## src/cache_cfg.svh

```systemverilog
`ifndef CACHE_CFG_SVH
`define CACHE_CFG_SVH

// ******************************
// cache geometry
// ******************************
`define CACHE_SIZE_BYTES 1024
`define CACHE_LINE_BITS  128
`define LINE_COUNT       ((`CACHE_SIZE_BYTES * 8) / `CACHE_LINE_BITS)

// ******************************
// bus geometry
// ******************************
`define ADDR_BITS        32
`define DATA_BITS        32
`define WORDS_PER_LINE   (`CACHE_LINE_BITS / `DATA_BITS)

// the low two address bits select a byte inside a word
`define INDEX_BITS       6
`define OFFSET_BITS      2
`define TAG_BITS         (`ADDR_BITS - `INDEX_BITS - `OFFSET_BITS - 2)

`endif

```

## src/ahb_pkg.sv

```systemverilog
`include "cache_cfg.svh"

package ahb_pkg;

    // ******************************
    // AHB-Lite encodings
    // ******************************
    typedef enum logic [1:0] {
        IDLE   = 2'b00,
        BUSY   = 2'b01,
        NONSEQ = 2'b10,
        SEQ    = 2'b11
    } ahb_htrans_e;

    // only single word transfers are issued downstream
    localparam logic [2:0] HSIZE_WORD = 3'b010;
    localparam logic       HRESP_OKAY = 1'b0;

    // master to slave, used on both sides of the cache
    typedef struct packed {
        logic [`ADDR_BITS-1:0] haddr;
        ahb_htrans_e           htrans;
        logic                  hwrite;
        logic [2:0]            hsize;
        logic [`DATA_BITS-1:0] hwdata;
    } ahb_req_t;

    // slave to master
    typedef struct packed {
        logic [`DATA_BITS-1:0] hrdata;
        logic                  hready;
        logic                  hresp;
    } ahb_rsp_t;

endpackage

```

## src/cache_pkg.sv

```systemverilog
`include "cache_cfg.svh"

package cache_pkg;

    // ******************************
    // address fields
    // ******************************
    typedef logic [`TAG_BITS-1:0]        cache_tag_t;
    typedef logic [`INDEX_BITS-1:0]      cache_index_t;
    typedef logic [`OFFSET_BITS-1:0]     cache_offset_t;
    typedef logic [`DATA_BITS-1:0]       cache_word_t;
    typedef logic [`CACHE_LINE_BITS-1:0] cache_line_t;

    typedef struct packed {
        cache_tag_t    tag;
        cache_index_t  index;
        cache_offset_t offset;
        logic [1:0]    byte_sel;
    } cache_addr_t;

    // ******************************
    // storage and stage payloads
    // ******************************
    // valid bits live apart from the entry so they can be cleared on reset
    typedef struct packed {
        cache_tag_t  tag;
        cache_line_t line;
    } cache_entry_t;

    typedef struct packed {
        logic        valid;
        logic        write;
        cache_addr_t addr;
        cache_word_t wdata;
    } cache_access_t;

    typedef struct packed {
        cache_access_t access;
        logic          hit;
        cache_word_t   word;
    } lookup_t;

endpackage

```

## src/line_refill.sv

```systemverilog
`timescale 1ns/1ns
`include "cache_cfg.svh"

module line_refill (
    input  logic                    upstream_intf,
    input  logic                    hrstn,
    input  cache_pkg::lookup_t      lookup,
    input  ahb_pkg::ahb_rsp_t       dn_rsp,
    output ahb_pkg::ahb_req_t       dn_req,
    output ahb_pkg::ahb_rsp_t       up_rsp,
    output logic                    stall,
    output logic                    fill_en,
    output cache_pkg::cache_index_t fill_index,
    output cache_pkg::cache_tag_t   fill_tag,
    output cache_pkg::cache_line_t  fill_line,
    output logic                    inval_en,
    output cache_pkg::cache_index_t inval_index
);

    typedef enum logic [2:0] {
        IDLE,
        REFILL_ADDR,
        REFILL_DATA,
        WRITE_ADDR,
        WRITE_DATA,
        RESPOND
    } state_e;

    state_e                  state;
    state_e                  next_state;
    cache_pkg::cache_offset_t beat;
    cache_pkg::cache_line_t  line_buf;
    cache_pkg::cache_addr_t  refill_addr;
    cache_pkg::cache_word_t  buf_word;
    logic                    busy_req;
    logic                    last_beat;

    // a new access that cannot be answered from the array
    assign busy_req = lookup.access.valid && (lookup.access.write || !lookup.hit);
    assign last_beat = (beat == cache_pkg::cache_offset_t'(`WORDS_PER_LINE - 1));

    // ******************************
    // FSM
    // ******************************
    always_comb begin
        next_state = state;
        case (state)
            IDLE: begin
                if (lookup.access.valid && lookup.access.write) begin
                    next_state = WRITE_ADDR;
                end else if (busy_req) begin
                    next_state = REFILL_ADDR;
                end
            end
            REFILL_ADDR: if (dn_rsp.hready) next_state = REFILL_DATA;
            REFILL_DATA: begin
                if (dn_rsp.hready) begin
                    next_state = last_beat ? RESPOND : REFILL_ADDR;
                end
            end
            WRITE_ADDR:  if (dn_rsp.hready) next_state = WRITE_DATA;
            WRITE_DATA:  if (dn_rsp.hready) next_state = RESPOND;
            default:     next_state = IDLE;
        endcase
    end

    always_ff @(posedge upstream_intf) begin
        if (!hrstn) begin
            state <= IDLE;
            beat  <= '0;
        end else begin
            state <= next_state;
            if (state == IDLE) begin
                beat <= '0;
            end else if (state == REFILL_DATA && dn_rsp.hready) begin
                beat <= beat + 1'b1;
            end
        end
    end

    // each beat lands at its own offset in the line buffer
    always_ff @(posedge upstream_intf) begin
        if (state == REFILL_DATA && dn_rsp.hready) begin
            line_buf[beat * `DATA_BITS +: `DATA_BITS] <= dn_rsp.hrdata;
        end
    end

    // ******************************
    // downstream bus
    // ******************************
    always_comb begin
        refill_addr          = lookup.access.addr;
        refill_addr.offset   = beat;
        refill_addr.byte_sel = 2'b00;
    end

    // NONSEQ is driven only in the address states and every data state drives IDLE
    always_comb begin
        dn_req.haddr  = lookup.access.addr;
        dn_req.htrans = ahb_pkg::IDLE;
        dn_req.hwrite = 1'b0;
        dn_req.hsize  = ahb_pkg::HSIZE_WORD;
        dn_req.hwdata = lookup.access.wdata;
        case (state)
            REFILL_ADDR: begin
                dn_req.haddr  = refill_addr;
                dn_req.htrans = ahb_pkg::NONSEQ;
            end
            WRITE_ADDR: begin
                dn_req.htrans = ahb_pkg::NONSEQ;
                dn_req.hwrite = 1'b1;
            end
            default: ;
        endcase
    end

    // ******************************
    // upstream response and array updates
    // ******************************
    assign buf_word = line_buf[lookup.access.addr.offset * `DATA_BITS +: `DATA_BITS];

    always_comb begin
        up_rsp.hresp  = ahb_pkg::HRESP_OKAY;
        up_rsp.hrdata = (state == RESPOND) ? buf_word : lookup.word;
        case (state)
            IDLE:    up_rsp.hready = !busy_req;
            RESPOND: up_rsp.hready = 1'b1;
            default: up_rsp.hready = 1'b0;
        endcase
    end

    assign stall = !up_rsp.hready;

    // the line is written on the response edge, in time for the next access
    assign fill_en    = (state == RESPOND) && !lookup.access.write;
    assign fill_index = lookup.access.addr.index;
    assign fill_tag   = lookup.access.addr.tag;
    assign fill_line  = line_buf;

    assign inval_en = (state == IDLE) && lookup.access.valid &&
                      lookup.access.write && lookup.hit;
    assign inval_index = lookup.access.addr.index;

endmodule

```

## config.mk

```make
export PLATFORM = sky130hd
export DESIGN_NAME = line_refill
export DESIGN_NICKNAME = d
export VERILOG_FILES = /design/src/ahb_pkg.sv /design/src/cache_pkg.sv /design/src/line_refill.sv
export VERILOG_INCLUDE_DIRS = /design/src /design/src/src
export SDC_FILE = /design/constraint.sdc
export NUM_CORES = 1
export LEC_CHECK = 0
export ABC_AREA = 1
export BUFFER_PORTS_ARGS = -buffer_cell sky130_fd_sc_hd__clkbuf_2
export CORE_AREA = 5 5 153 155
export CTS_CLUSTER_DIAMETER = 50
export CTS_CLUSTER_SIZE = 8
export DETAILED_ROUTE_END_ITERATION = 10
export DIE_AREA = 0 0 158 160
export GPL_TIMING_DRIVEN = 1
export RECOVER_POWER = 100
export SLEW_MARGIN = 20
export SYNTH_ARGS = -nofsm -noshare
export SYNTH_HDL_FRONTEND = slang
export SYNTH_SLANG_ARGS = --single-unit
```

## constraint.sdc

```tcl
create_clock -name upstream_intf -period 3.2 [get_ports upstream_intf]
set_input_delay 0 -clock upstream_intf [delete_from_list [all_inputs] [get_ports upstream_intf]]
set_output_delay 0 -clock upstream_intf [all_outputs]
set_load 0.02 [all_outputs]
```

==> summary.md <==
| Metric | Value |
|---|---|
| Final count of hold timing violations | `0` |
| Synth area leader | `edfxtp_1` |
| Status | `finished, final reports clean` |
| Synthesis Warnings | `0` |
| Layout area overhead | `21.3%` |
| Period utilization | `82.6%` |
| Most frequent cells after synthesis | `nor2_1 (217), nand2_1 (139), edfxtp_1 (128)` |
| Synthesized area per cell | `8.69 sq um` |
| Initial antenna violation count | `0` |
| CTS tree | `built` |
| Sequential area share after synthesis | `55.2%` |
| Worst Hold Class | `in2out` |
| # IOs | `404` |
| Worst slew pin tran | `1330 ps` |
| Top-area cell type share of the netlist area | `53.8%` |
| Cell family with most CP delay | `buffers and inverters` |
| Area of the multi-input gates | `2140 sq um` |
| # H-tree levels | `4` |
| Crit path largest cell delay | `860 ps` |
| Placed wire-length estimate | `17,900 um` |
| CP max-delay cell | `clkbuf_1` |
| PostCTS Resize Cnt | `0` |
| Maxcap violations | `0` |
| Via count | `6,133` |
| Core area | `21,700 sq um` |
| Slew Limit Fails | `0` |
| Register bit count reported by yosys | `133` |
| CTS Buf Count | `17` |
| Row cnt | `54` |
| Synth cell types | `21` |
| 1st-pass router iterations | `5` |
| Dominant synthesized flop cell | `edfxtp_1` |
| Number of setup violations in the final report | `0` |
| Final nets | `1,141` |
| Later-pin clock latency in the skew report | `420 ps` |
| Fillcell total | `2,272` |
| Pwr dens | `579 nW/um^2` |
| Setup tns final | `0 ps` |
| WL per Instance | `19.8 um` |
| Cells after synthesis | `823` |
| Port bufs | `243` |
| Fmax | `378 MHz` |
| Slew headroom | `11.2%` |
| Clock Path Buffers | `2` |
| Crit Path Max Fanout | `17` |
| Worst setup margin | `556 ps` |
| Largest net degree at the start of global routing | `66` |
| Post-synth EDFFs | `128` |
| Die Span Y | `160 um` |
| Initial Util | `33.0%` |
| Ratio of cells with drive above 1 in the final layout | `12.3%` |
| Worst setup EP type | `flip-flop` |
| Detailed Route Iter0 Violations | `451` |
| FF+latch area | `3940 sq um` |
| Clock root buffer | `clkbuf_16` |
| Final worst clock skew | `13.2 ps` |
| WL final | `25,600 um` |
| Async SR Flop Fraction | `0%` |
| Worst vdd ir | `320 uV` |
| Worst endpoint required time | `3230 ps` |
| Die area | `25,300 sq um` |
| Ranking of synthesized cells by area | `edfxtp_1 (54%), nor2_1 (11%), buf_4 (10%), nand2_1 (7.3%), o21ai_0 (5.8%)` |
| CP bufs+invs | `2` |
| GRT Util Overall | `20.1%` |
| CP Cell Sequence | `inv_1, nor2_1, nand3_1, nor2_4, clkbuf_1` |
| # diodes | `0` |
| RSZ-0062 raised after global routing | `no` |
| Antenna viol nets, final | `0` |
| First-pass GRT wire length | `38,000 um` |
| Gpl congestion | `0.833` |
| Via/cell ratio | `4.74` |
| Count leader, synth | `nor2_1` |
| Worst path arrival time | `2680 ps` |
| Total clock sinks | `133` |
| Setup CP Type | `reg2reg` |
| Clk slew on worst S/H paths | `70 ps` |
| Post-Syn Area | `7150 sq um` |
| Minimum clock period | `2640 ps` |
| CP startpoint kind | `flip-flop` |
| Dpl ws | `974 ps` |
| Remaining global-route overflow | `0` |
| Vias in the first global route | `6,183` |
| Die X | `158 um` |
| DRC Markers | `0` |
| Leakage power | `3.24 nW` |
final timing paths:
kind                                  from       endpoint  slack (ps)  cells after the start
worst max-delay path              state[1]  fill_line[85]         560                      5
worst min-delay path            lookup[53]     dn_req[20]       0.008                      0
worst max register to register    state[1]  fill_line[85]         560                      5
worst min register to register    state[2]       state[2]         580                      2
cell type report:
cell class | count | area share (%)
flip-flops and latches | 133 | 45.5
multi-input cells | 500 | 24.7
repair buffers | 297 | 17.0
clock buffers | 18 | 4.95
well taps | 280 | 4.04
inverters | 52 | 2.25
clock inverters | 14 | 1.63
worst register-to-register path, delay by kind of cell (launching register included):
kind / cells / cell delay, ps
buf+inv: 2 / 980
flops: 1 / 400
simple gates: 3 / 840
power breakdown:
group	switching (mW)	total (mW)	internal, mW
registers	0.0531	2.08	2.02
logic	0.754	1.03	0.275
clock network	0.822	1.91	1.09
total	1.63	5.02	3.39
cell usage in the layout, fill, tap and decap left out, types with 2 or more instances in the layout:
master         instances
inv_1                 51
dlygate4sd3_1         35
clkinvlp_4             3
clkbuf_1             176
o21ai_1               18
inv_8                  2
clkbuf_16             17
edfxtp_1             128
nor3_1                21
nand2_1              139
ha_1                   5
nor2_1               213
o21ai_0               83
nor2_4                 4
conb_1                 5
nand3_1                4
clkbuf_2              76
buf_4                 11
dfxtp_1                5
inv_6                  4
clkinv_4               3
a21oi_1                3
cells by family after synthesis:
| family | Yosys count | share of synthesized area, % |
|---|---|---|
| AO/OA/AOI/OAI | 107 | 7.59 |
| other | 2 | 0.105 |
| adder cells (fa/ha/maj) | 5 | 0.875 |
| AND/OR/NAND/NOR | 383 | 20.7 |
| buffers and inverters | 193 | 15.5 |
| flip-flops | 133 | 55.2 |
registers in the layout, summed over array words and instances, names as in the netlist:
name	count
state	3
fill_line	128
beat	2
metal layers:
metal | routed length [um] | vias up | global-route usage (%)
li1 | - | 2915 | -
met1 | 9590 | 2876 | 23.0
met2 | 13600 | 307 | 36.4
met3 | 1990 | 35 | 5.14
met4 | 401 | 0 | 6.24
met5 | 0 | - | 0
what timing repair did:
| item | in CTS | in global routing |
|---|---|---|
| hold endpoints to repair | 124 | 0 |
| hold buffers | 35 | 0 |
| setup buffers | 0 | 0 |
through the flow:
stage | total power [mW] | utilization (%) | cells | cell area, sq um | hold slack (ps)
5_1_grt | 5.26 | 40.0 | 1294 | 8670 | 0.0582
3_3_place_gp | 3.14 | 37.0 | 1227 | 8020 | 0.137
6_report | 5.02 | 40.0 | 1294 | 8670 | 0.00778
4_1_cts | 5.11 | 41.2 | 1294 | 8940 | 0.137
3_5_place_dp | 3.15 | 37.0 | 1227 | 8020 | 0.137
2_1_floorplan | 2.90 | - | 826 | 7160 | 79.8
Power figures use the tool's default switching activity.
