<file path="src/cache_cfg.svh">
`ifndef CACHE_CFG_SVH
`define CACHE_CFG_SVH

// ******************************
// cache geometry
// ******************************
`define CACHE_SIZE_BYTES 1024
`define CACHE_LINE_BITS  128
`define LINE_COUNT       ((`CACHE_SIZE_BYTES * 8) / `CACHE_LINE_BITS)

// ******************************
// bus geometry
// ******************************
`define ADDR_BITS        32
`define DATA_BITS        32
`define WORDS_PER_LINE   (`CACHE_LINE_BITS / `DATA_BITS)

// the low two address bits select a byte inside a word
`define INDEX_BITS       6
`define OFFSET_BITS      2
`define TAG_BITS         (`ADDR_BITS - `INDEX_BITS - `OFFSET_BITS - 2)

`endif

</file>
<file path="src/ahb_pkg.sv">
`include "cache_cfg.svh"

package ahb_pkg;

    // ******************************
    // AHB-Lite encodings
    // ******************************
    typedef enum logic [1:0] {
        IDLE   = 2'b00,
        BUSY   = 2'b01,
        NONSEQ = 2'b10,
        SEQ    = 2'b11
    } ahb_htrans_e;

    // only single word transfers are issued downstream
    localparam logic [2:0] HSIZE_WORD = 3'b010;
    localparam logic       HRESP_OKAY = 1'b0;

    // master to slave, used on both sides of the cache
    typedef struct packed {
        logic [`ADDR_BITS-1:0] haddr;
        ahb_htrans_e           htrans;
        logic                  hwrite;
        logic [2:0]            hsize;
        logic [`DATA_BITS-1:0] hwdata;
    } ahb_req_t;

    // slave to master
    typedef struct packed {
        logic [`DATA_BITS-1:0] hrdata;
        logic                  hready;
        logic                  hresp;
    } ahb_rsp_t;

endpackage

</file>
<file path="src/cache_pkg.sv">
`include "cache_cfg.svh"

package cache_pkg;

    // ******************************
    // address fields
    // ******************************
    typedef logic [`TAG_BITS-1:0]        cache_tag_t;
    typedef logic [`INDEX_BITS-1:0]      cache_index_t;
    typedef logic [`OFFSET_BITS-1:0]     cache_offset_t;
    typedef logic [`DATA_BITS-1:0]       cache_word_t;
    typedef logic [`CACHE_LINE_BITS-1:0] cache_line_t;

    typedef struct packed {
        cache_tag_t    tag;
        cache_index_t  index;
        cache_offset_t offset;
        logic [1:0]    byte_sel;
    } cache_addr_t;

    // ******************************
    // storage and stage payloads
    // ******************************
    // valid bits live apart from the entry so they can be cleared on reset
    typedef struct packed {
        cache_tag_t  tag;
        cache_line_t line;
    } cache_entry_t;

    typedef struct packed {
        logic        valid;
        logic        write;
        cache_addr_t addr;
        cache_word_t wdata;
    } cache_access_t;

    typedef struct packed {
        cache_access_t access;
        logic          hit;
        cache_word_t   word;
    } lookup_t;

endpackage

</file>
<file path="src/transfer_handler.sv">
`timescale 1ns/1ns
`include "cache_cfg.svh"

module transfer_handler (
    input  logic                     upstream_intf,
    input  logic                     hrstn,
    input  ahb_pkg::ahb_req_t        up_req,
    input  logic                     stall,
    output cache_pkg::cache_access_t cur_access
);

    logic                   active;
    logic                   valid_q;
    logic                   write_q;
    cache_pkg::cache_addr_t addr_q;
    logic [`DATA_BITS-1:0]  wdata_q;

    // only NONSEQ and SEQ carry a transfer, IDLE and BUSY are dropped
    assign active = (up_req.htrans == ahb_pkg::NONSEQ) ||
                    (up_req.htrans == ahb_pkg::SEQ);

    // ******************************
    // address phase capture
    // ******************************
    // stall low means up_rsp.hready is high, so the address phase is accepted
    always_ff @(posedge upstream_intf) begin
        if (!hrstn) begin
            valid_q <= 1'b0;
            write_q <= 1'b0;
        end else if (!stall) begin
            valid_q <= active;
            write_q <= active && up_req.hwrite;
        end
    end

    always_ff @(posedge upstream_intf) begin
        if (!stall) begin
            addr_q <= cache_pkg::cache_addr_t'(up_req.haddr);
        end
    end

    // ******************************
    // write data capture
    // ******************************
    // hwdata belongs to the data phase, one cycle after the address.
    // A write always stalls in that cycle and the master holds hwdata
    // until hready rises, so sampling during the stall is safe
    always_ff @(posedge upstream_intf) begin
        if (stall && write_q) begin
            wdata_q <= up_req.hwdata;
        end
    end

    assign cur_access = '{
        valid: valid_q,
        write: write_q,
        addr:  addr_q,
        wdata: wdata_q
    };

endmodule

</file>
<file path="config.mk">
export PLATFORM = sky130hd
export DESIGN_NAME = transfer_handler
export DESIGN_NICKNAME = d
export VERILOG_FILES = /design/src/ahb_pkg.sv /design/src/cache_pkg.sv /design/src/transfer_handler.sv
export VERILOG_INCLUDE_DIRS = /design/src /design/src/src
export SDC_FILE = /design/constraint.sdc
export NUM_CORES = 1
export LEC_CHECK = 0
export BUFFER_PORTS_ARGS = -buffer_cell sky130_fd_sc_hd__buf_2
export CAP_MARGIN = 20
export CORE_ASPECT_RATIO = 0.9
export CORE_MARGIN = 2
export CORE_UTILIZATION = 40
export CTS_CLUSTER_SIZE = 10
export DETAILED_ROUTE_END_ITERATION = 6
export PLACE_DENSITY = 0.85
export SKIP_LAST_GASP = 1
export SYNTH_ARGS = -nofsm -noshare
export SYNTH_HDL_FRONTEND = slang
export SYNTH_SLANG_ARGS = --single-unit
</file>
<file path="constraint.sdc">
create_clock -name upstream_intf -period 1.6 [get_ports upstream_intf]
set_clock_uncertainty 0.1 [all_clocks]
set_input_delay 0.24 -clock upstream_intf [delete_from_list [all_inputs] [get_ports upstream_intf]]
set_output_delay 0.24 -clock upstream_intf [all_outputs]
set_load 0.005 [all_outputs]
</file>
==> reports/metrics.cfg, run 1 <==
[power_and_ir_drop]
pwr-share-seq=0.584
power.density_nw_per_um2=961.1
internal_power_mw=2.729
combPwrFrac=0.097
p_leak_nw=1.535
p_total_mw=3.438
peakVddDrop_mv=0.6202
swShare=0.2064
p_switching_mw=0.7095
p_clk_frac=0.319

[worst_setup_path]
crit_family=flip-flops
worstPathArrival_ns=0.87
worstSetupStartpointType=register
cp_slowest_cell=edfxtp_1
r2r-start=write_q
r2r_cells=2
rr_endpoint=wdata_q[31]
path_class=register to primary output
end_kind=primary output
path_cells=buf_2
critical_path.max_fanout=1
critPathRequiredTime_ns=1.26
startpoint=cur_access[35]
r2r_slack_ns=0.50
critPathBufInv=1
slowest_delay_ns=0.40

[final_layout]
final_nets=355
fillers=324
antenna_cells=0
area_delta_synth_final_pct=77.03
drive_above_1_share=0.5175
utilization=0.7353

[global_route]
grt_pass1_wl_um=7914
antenna_found_initial=0
grt_pass1_vias=1649
track_usage=0.1923
use_met2=0.3447
overflow=0
grt_max_degree=34
grt.met1_usage=0.2086
busiest_layer=met2
use_met3=0.07053

[synth]
syn_nets=147
synth_seq_area_share=0.9709
synth.ff_latch_count=66
synth_area_um2=2021
ys_types=9
avgSynthCellArea_um2=27.31
yosys_warnings=0
synthCells=74

[floorplanning]
initial_core_util=0.4154
core_area_um2=4865
dieWidth_um=78.92
rows=24
io_pins=139
die_h_um=71.43
die_area_um2=5637

[detailed_routing]
via_count=1520
routed_wl_um=5343
ant_nets=0
wire_per_inst_um=15.22
first_pass_iters=4
routed_via_density=4.330
drc=0
drt_iter0_drc=65

[cts]
clk_latency_ns=0.32
post-cts-setup-buffer-count=0
numCtsBuffers=9
cts_sinks=66
cts_tree=done
ctsRootBufferMaster=clkbuf_8
clk_path_buf_depth=2
ctsHtreeMaxLevel=3
path_clk_slew_ns=0.07

[timing]
setup_viol=0
hold_viol=0
fmax_ghz=0.8239
worst_slew_pin_slew_ns=0.1679
finalWorstPathRequiredPeriod_ns=1.214
grt_setup_unrepaired=no
fin_crit_sh=0.7586
slew_viol_final=0
tns_ns=0
slew_headroom=0.8849

[hold_path]
hold_path_class=input port to register
hold-path-endpoint=write_q
min-delay-start=hrstn
holdPathStages=2

[flow_run]
drv_cap=0

[placed_design]
gp_congestion=0.6758
portBuffers=134

[outcome]
outcome=finished, final reports clean

-- power groups by stage --
stage / Combinational [mW] / Clock [mW] / Sequential (mW)
after floorplan: 0.0243 / 0 / 2.06
after global placement: 0.196 / 0 / 2.04
after detailed placement: 0.206 / 0 / 2.04
after CTS: 0.325 / 1.12 / 2.01
after global routing: 0.359 / 1.19 / 2.01
final: 0.332 / 1.10 / 2.01
-- placed cells by master (no fill, tap or decap), drive strengths merged --
cell	netlist	routed
buf	2	136
edfxtp	64	64
dlygate4sd3	0	63
clkbuf	0	9
clkinv	0	6
dfxtp	2	2
and2	1	1
inv	1	1
mux2i	1	1
nor2b	1	1
and3b	1	1
o21a	1	1
-- metrics by stage --
stage	setup slack, ns	area [µm²]	hold WS (ns)	std cells
6_report	0.3863	3577	0.02548	351
5_1_grt	0.3639	3577	0.01254	351
4_1_cts	0.3686	3577	0.001886	351
3_5_place_dp	0.4438	2798	0.3181	273
3_3_place_gp	0.4595	2798	0.3165	273
2_1_floorplan	0.2456	2021	0.2389	74
-- logic make-up (layout without fill, tap and decap cells) --
kind of cell	after synthesis	in the layout	synth area share
AOI/OAI and AO/OA	1	1	0.003717
buffers and inverters	3	215	0.009284
muxes	1	1	0.004954
DFF	66	66	0.9709
and+or+nand+nor	3	3	0.01115
-- worst max path at each step --
| stage | to | depth (start not counted) | slack, ns |
|---|---|---|---|
| finish | cur_access[35] | 1 | 0.39 |
| global route | cur_access[35] | 1 | 0.36 |
| CTS | cur_access[35] | 1 | 0.37 |
| detailed placement | wdata_q[1] | 3 | 0.44 |
| global placement | write_q | 4 | 0.46 |
| floorplan | cur_access[32] | 1 | 0.25 |
-- final cells by class --
cell class	instances	area (µm²)	area share
inverter	1	3.754	0.001049
clock buffer	9	123.9	0.03463
tap	65	81.33	0.02274
sequential	66	1962	0.5484
multi-input combinational	5	40.04	0.01119
clock inverter	6	25.02	0.006995
timing repair buffer	199	1341	0.3750
-- metal layers --
layer	routed length [µm]	up-vias	part of all wire
met5	0	-	0
met1	2001	698	0.37
li1	-	706	-
met4	66	0	0.012
met2	2708	108	0.51
met3	566	8	0.11
-- synth_stat cells --
library cell	instances	area, µm²
o21a_1	1	7.510
dfxtp_1	2	40.04
nor2b_1	1	6.260
and3b_1	1	8.760
buf_4	2	15.01
inv_1	1	3.750
and2_2	1	7.510
mux2i_1	1	10.01
edfxtp_1	64	1922
-- flip-flops by register name (all words and copies together), names as in the netlist --
signal      flops
write_q         1
valid_q         1
cur_access     32
wdata_q        32
-- what timing repair did --
| item | 4_1_cts | 5_1_grt |
|---|---|---|
| endpoints found under the hold margin | 63 | 0 |
| hold buffers | 63 | 0 |
| endpoints found under the setup margin | 0 | 0 |
| resized for setup | 0 | 0 |
Note: power is estimated with default switching activity, not from simulation.
==> inputs of run 2 (changes only) <==
--- a/config.mk
+++ b/config.mk
@@ -10,10 +10,10 @@
 export CAP_MARGIN = 20
 export CORE_ASPECT_RATIO = 0.9
 export CORE_MARGIN = 2
-export CORE_UTILIZATION = 40
+export CORE_UTILIZATION = 36
 export CTS_CLUSTER_SIZE = 10
 export DETAILED_ROUTE_END_ITERATION = 6
-export PLACE_DENSITY = 0.85
+export PLACE_DENSITY = 0.81
 export SKIP_LAST_GASP = 1
 export SYNTH_ARGS = -nofsm -noshare
 export SYNTH_HDL_FRONTEND = slang
==> constraint.sdc (replaced) <==
create_clock -name upstream_intf -period 1.1 [get_ports upstream_intf]
set_clock_uncertainty 0.1 [all_clocks]
set_input_delay 0.165 -clock upstream_intf [delete_from_list [all_inputs] [get_ports upstream_intf]]
set_output_delay 0.165 -clock upstream_intf [all_outputs]
set_load 0.005 [all_outputs]
==> reports/metrics.cfg, run 2 (same netlist as run 1, synthesis figures left out) <==
[outcome]
outcome=finished with violations
violations=negative setup slack

[worst_setup_path]
critPathBufInv=1
end_kind=primary output
critPathRequiredTime_ns=0.83
path_cells=buf_2
worstPathArrival_ns=0.89
cp_slowest_cell=edfxtp_1
crit_family=flip-flops
slowest_delay_ns=0.41
path_class=register to primary output
worstSetupStartpointType=register
critical_path.max_fanout=1

[floorplanning]
io_pins=139
die_area_um2=6229
die_h_um=75.08
rows=25
dieWidth_um=82.97
initial_core_util=0.3778
core_area_um2=5349

[power_and_ir_drop]
p_leak_nw=1.579
power.density_nw_per_um2=1484
p_clk_frac=0.376
p_switching_mw=1.036
swShare=0.1890
pwr-share-seq=0.533
peakVddDrop_mv=0.8470
p_total_mw=5.482
combPwrFrac=0.091
internal_power_mw=4.446

[cts]
post-cts-setup-buffer-count=0
ctsRootBufferMaster=clkbuf_8
numCtsBuffers=9
clk_path_buf_depth=2
ctsHtreeMaxLevel=3
clk_latency_ns=0.33
path_clk_slew_ns=0.07
cts_sinks=66
cts_tree=done
postCtsResizedCells=0

[global_route]
antenna_found_initial=0
grt_pass1_wl_um=7672
grt_max_degree=31
grt_pass1_vias=1579
overflow=0
track_usage=0.1723

[placed_design]
pre_cts_slack_ns=0.01865
gp_congestion=0.6743
portBuffers=134

[final_layout]
antenna_cells=0
drive_above_1_share=0.5258
layout_common_cells=134 x buf_2, 66 x dlygate4sd3_1, 64 x edfxtp_1
fillers=368
final_common_cell=buf_2
regArea_um2=1962
area_delta_synth_final_pct=82.79
multi_input_area_um2=41.29
final_nets=359

[detailed_routing]
drc=0
ant_nets=0
via_count=1527
routed_via_density=4.265
wire_per_inst_um=15.21
routed_wl_um=5445
first_pass_iters=4
drt_iter0_drc=46

[flow_run]
drv_cap=0

[timing]
setup_viol=19
finalWorstPathRequiredPeriod_ns=1.154
worst_slew_pin_slew_ns=0.1646
finalWorstSetupSlack_ns=-0.05380
slew_viol_final=0
hold_viol=0
grt_setup_unrepaired=yes
slew_headroom=0.8903
fmax_ghz=0.8667
fin_crit_sh=1.049

[hold_path]
hold_path_class=input port to register

==> run 2: cell count changes in the layout (fill, tap and decap cells not counted), moves of 2 or more <==
cell	change
clkinv_1	-4
clkbuf_1	+2
clkbuf_8	+3
dlygate4sd3_1	+3
==> run 2: metal layers <==
layer  part of all wire  GRT usage
met5                  0          0
met4              0.025    0.09654
met3              0.064    0.06579
met2               0.57     0.3253
met1               0.34     0.1655
==> run 2: power by group through the flow <==
stage | Clock [mW] | Sequential (mW) | Combinational, mW
after floorplan | 0 | 2.99 | 0.0365
after global placement | 0 | 2.96 | 0.302
after detailed placement | 0 | 2.97 | 0.313
after CTS | 2.12 | 2.92 | 0.496
after global routing | 2.23 | 2.93 | 0.538
final | 2.06 | 2.92 | 0.500
==> run 2: final cells by class <==
class                      count  share of cell area
timing repair buffer         203              0.3767
sequential                    66              0.5312
clock buffer                  14             0.04675
clock inverter                 2            0.009485
inverter                       1            0.002033
multi-input combinational      5             0.01118
tap                           67             0.02270
==> run 2: repair_timing <==
item	4_1_cts	5_1_grt
endpoints found under the hold margin	66	0
hold buffers	66	0
setup endpoints to repair	50	64
==> run 2: metrics by stage <==
stage                 util  cell area (µm²)  std cells  setup TNS [ns]  hold WS [ns]
floorplan                -             2026         74               0        0.1639
global placement    0.5282             2825        276               0        0.2415
detailed placement  0.5282             2825        276               0        0.2431
CTS                 0.6905             3694        358         -0.9316       0.06687
global route        0.6905             3694        358          -2.860       0.08692
finish              0.6905             3694        358         -0.2368       0.08779
==> run 2: worst paths after layout <==
check / depth (start not counted) / from / slack [ns] / to
worst max-delay path: 1 / wdata_q[20] / -0.05 / cur_access[20]
worst min-delay path: 3 / up_req[35] / 0.09 / write_q
worst max register to register: 2 / write_q / 0.03 / wdata_q[23]
worst min register to register: 2 / valid_q / 0.43 / valid_q
==> inputs of run 3 (changes only) <==
--- a/config.mk
+++ b/config.mk
@@ -8,13 +8,16 @@
 export LEC_CHECK = 0
 export BUFFER_PORTS_ARGS = -buffer_cell sky130_fd_sc_hd__buf_2
 export CAP_MARGIN = 20
+export CELL_PAD_IN_SITES_DETAIL_PLACEMENT = 2
+export CELL_PAD_IN_SITES_GLOBAL_PLACEMENT = 2
 export CORE_ASPECT_RATIO = 0.9
 export CORE_MARGIN = 2
-export CORE_UTILIZATION = 36
+export CORE_UTILIZATION = 24
 export CTS_CLUSTER_SIZE = 10
 export DETAILED_ROUTE_END_ITERATION = 6
-export PLACE_DENSITY = 0.81
+export PLACE_DENSITY = 0.82
 export SKIP_LAST_GASP = 1
+export SLEW_MARGIN = 20
 export SYNTH_ARGS = -nofsm -noshare
 export SYNTH_HDL_FRONTEND = slang
 export SYNTH_SLANG_ARGS = --single-unit
==> reports/metrics.cfg, run 3 (same netlist as run 1, synthesis figures left out) <==
[detailed_routing]
first_pass_iters=3
wire_per_inst_um=17.93
ant_nets=0
routed_via_density=4.018
via_count=1591
drc=0
routed_wl_um=7100
drt_iter0_drc=24

[cts]
clk_latency_ns=0.33
ctsRootBufferMaster=clkbuf_8
clk_path_buf_depth=2
cts_sinks=66
ctsHtreeMaxLevel=3
path_clk_slew_ns=0.07
numCtsBuffers=9
cts_tree=done

[final_layout]
drive_above_1_share=0.5455
fin_cells=396
utilization=0.4697
antenna_cells=0
design_area_um2=3807
final_common_cell=buf_2
layout_common_cells=134 x buf_2, 66 x dlygate4sd3_1, 64 x edfxtp_1
final_nets=365
area_delta_synth_final_pct=88.42

[power_and_ir_drop]
p_total_mw=5.441
peakVddDrop_mv=0.6908
power.density_nw_per_um2=1429
p_leak_nw=1.611

[timing]
finalWorstPathRequiredPeriod_ns=1.168
slew_headroom=0.8652
finalWorstSetupSlack_ns=-0.06802
grt_setup_unrepaired=yes
worst_slew_pin_slew_ns=0.2021
setup_viol=63
tns_ns=-1.885
slew_viol_final=0
hold_viol=0
fin_crit_sh=1.062
fmax_ghz=0.8561

[floorplanning]
core_area_um2=8107
initial_core_util=0.2493
die_h_um=91.05
io_pins=139
die_area_um2=9171
rows=31
dieWidth_um=100.7

[placed_design]
dpl_cell_area_um2=2868
dp_hpwl_um=4595
dp_cells=310
gp_congestion=0.7003
portBuffers=134

[flow_run]
drv_cap=0

[global_route]
overflow=0
antenna_found_initial=0
grt_pass1_wl_um=10450
grt_pass1_vias=1843
grt_max_degree=33
track_usage=0.1595

[worst_setup_path]
critical_path.max_fanout=8
path_class=register to register
end_kind=register
worstPathArrival_ns=1.12
critPathRequiredTime_ns=1.05
worstSetupStartpointType=register

[outcome]
violations=negative setup slack
outcome=finished with violations

[hold_path]
hold_path_class=input port to register

[run 3: cell types whose count changed in the layout (fill, tap and decap cells not counted), sizes merged]
cell,previous run,this run
buf,137,141
clkbuf,14,13
clkinv,1,2
clkinvlp,1,3
[run 3: critical path: stages (launching register included)]
cell	delay [ns]
dfxtp_2	0.34
and2_4	0.26
clkbuf_16	0.18
[run 3: cell type report]
cell class,instances,area (µm²)
clock buffer,11,141.4
clock inverter,5,55.05
fill,781,4299
inverter,1,7.507
multi-input combinational,5,41.29
sequential,66,1964
tap,99,123.9
timing repair buffer,209,1474
[run 3: layer usage]
metal  global-route usage  part of all wire  up-vias
met4              0.07306             0.028        0
met2               0.3122              0.59       65
met3              0.05235             0.045       14
met5                    0                 0        -
li1                     -                 -      727
met1               0.1430              0.33      785
[run 3: what timing repair did]
item | CTS | global route
hold endpoints to repair | 66 | 0
gates resized for setup | 2 | 3
gates cloned | 0 | 3
setup endpoints to repair | 91 | 93
hold buffers | 66 | 0
setup buffers | 1 | 0
[run 3: report_power, final]
part | internal, mW | switching [mW] | total [mW]
registers | 2.89 | 0.0347 | 2.92
logic | 0.337 | 0.186 | 0.523
clock network | 1.10 | 0.894 | 1.99
total | 4.33 | 1.11 | 5.44
[run 3: per-stage QoR]
| stage | setup WS, ns | hold slack, ns |
|---|---|---|
| after floorplan | 0.01358 | 0.1639 |
| after global placement | 0.01159 | 0.2420 |
| after detailed placement | -0.008148 | 0.2439 |
| after CTS | -0.06547 | 0.06151 |
| after global routing | -0.1025 | 0.06397 |
| final | -0.06802 | 0.08409 |
[run 3: path summary, 6_finish.rpt]
check                           cells after the start           to       start  slack [ns]
worst max-delay path                                2  wdata_q[16]     write_q       -0.07
worst min-delay path                                3      write_q  up_req[35]        0.08
worst max register to register                      2  wdata_q[16]     write_q       -0.07
worst min register to register                      2      valid_q     valid_q        0.43
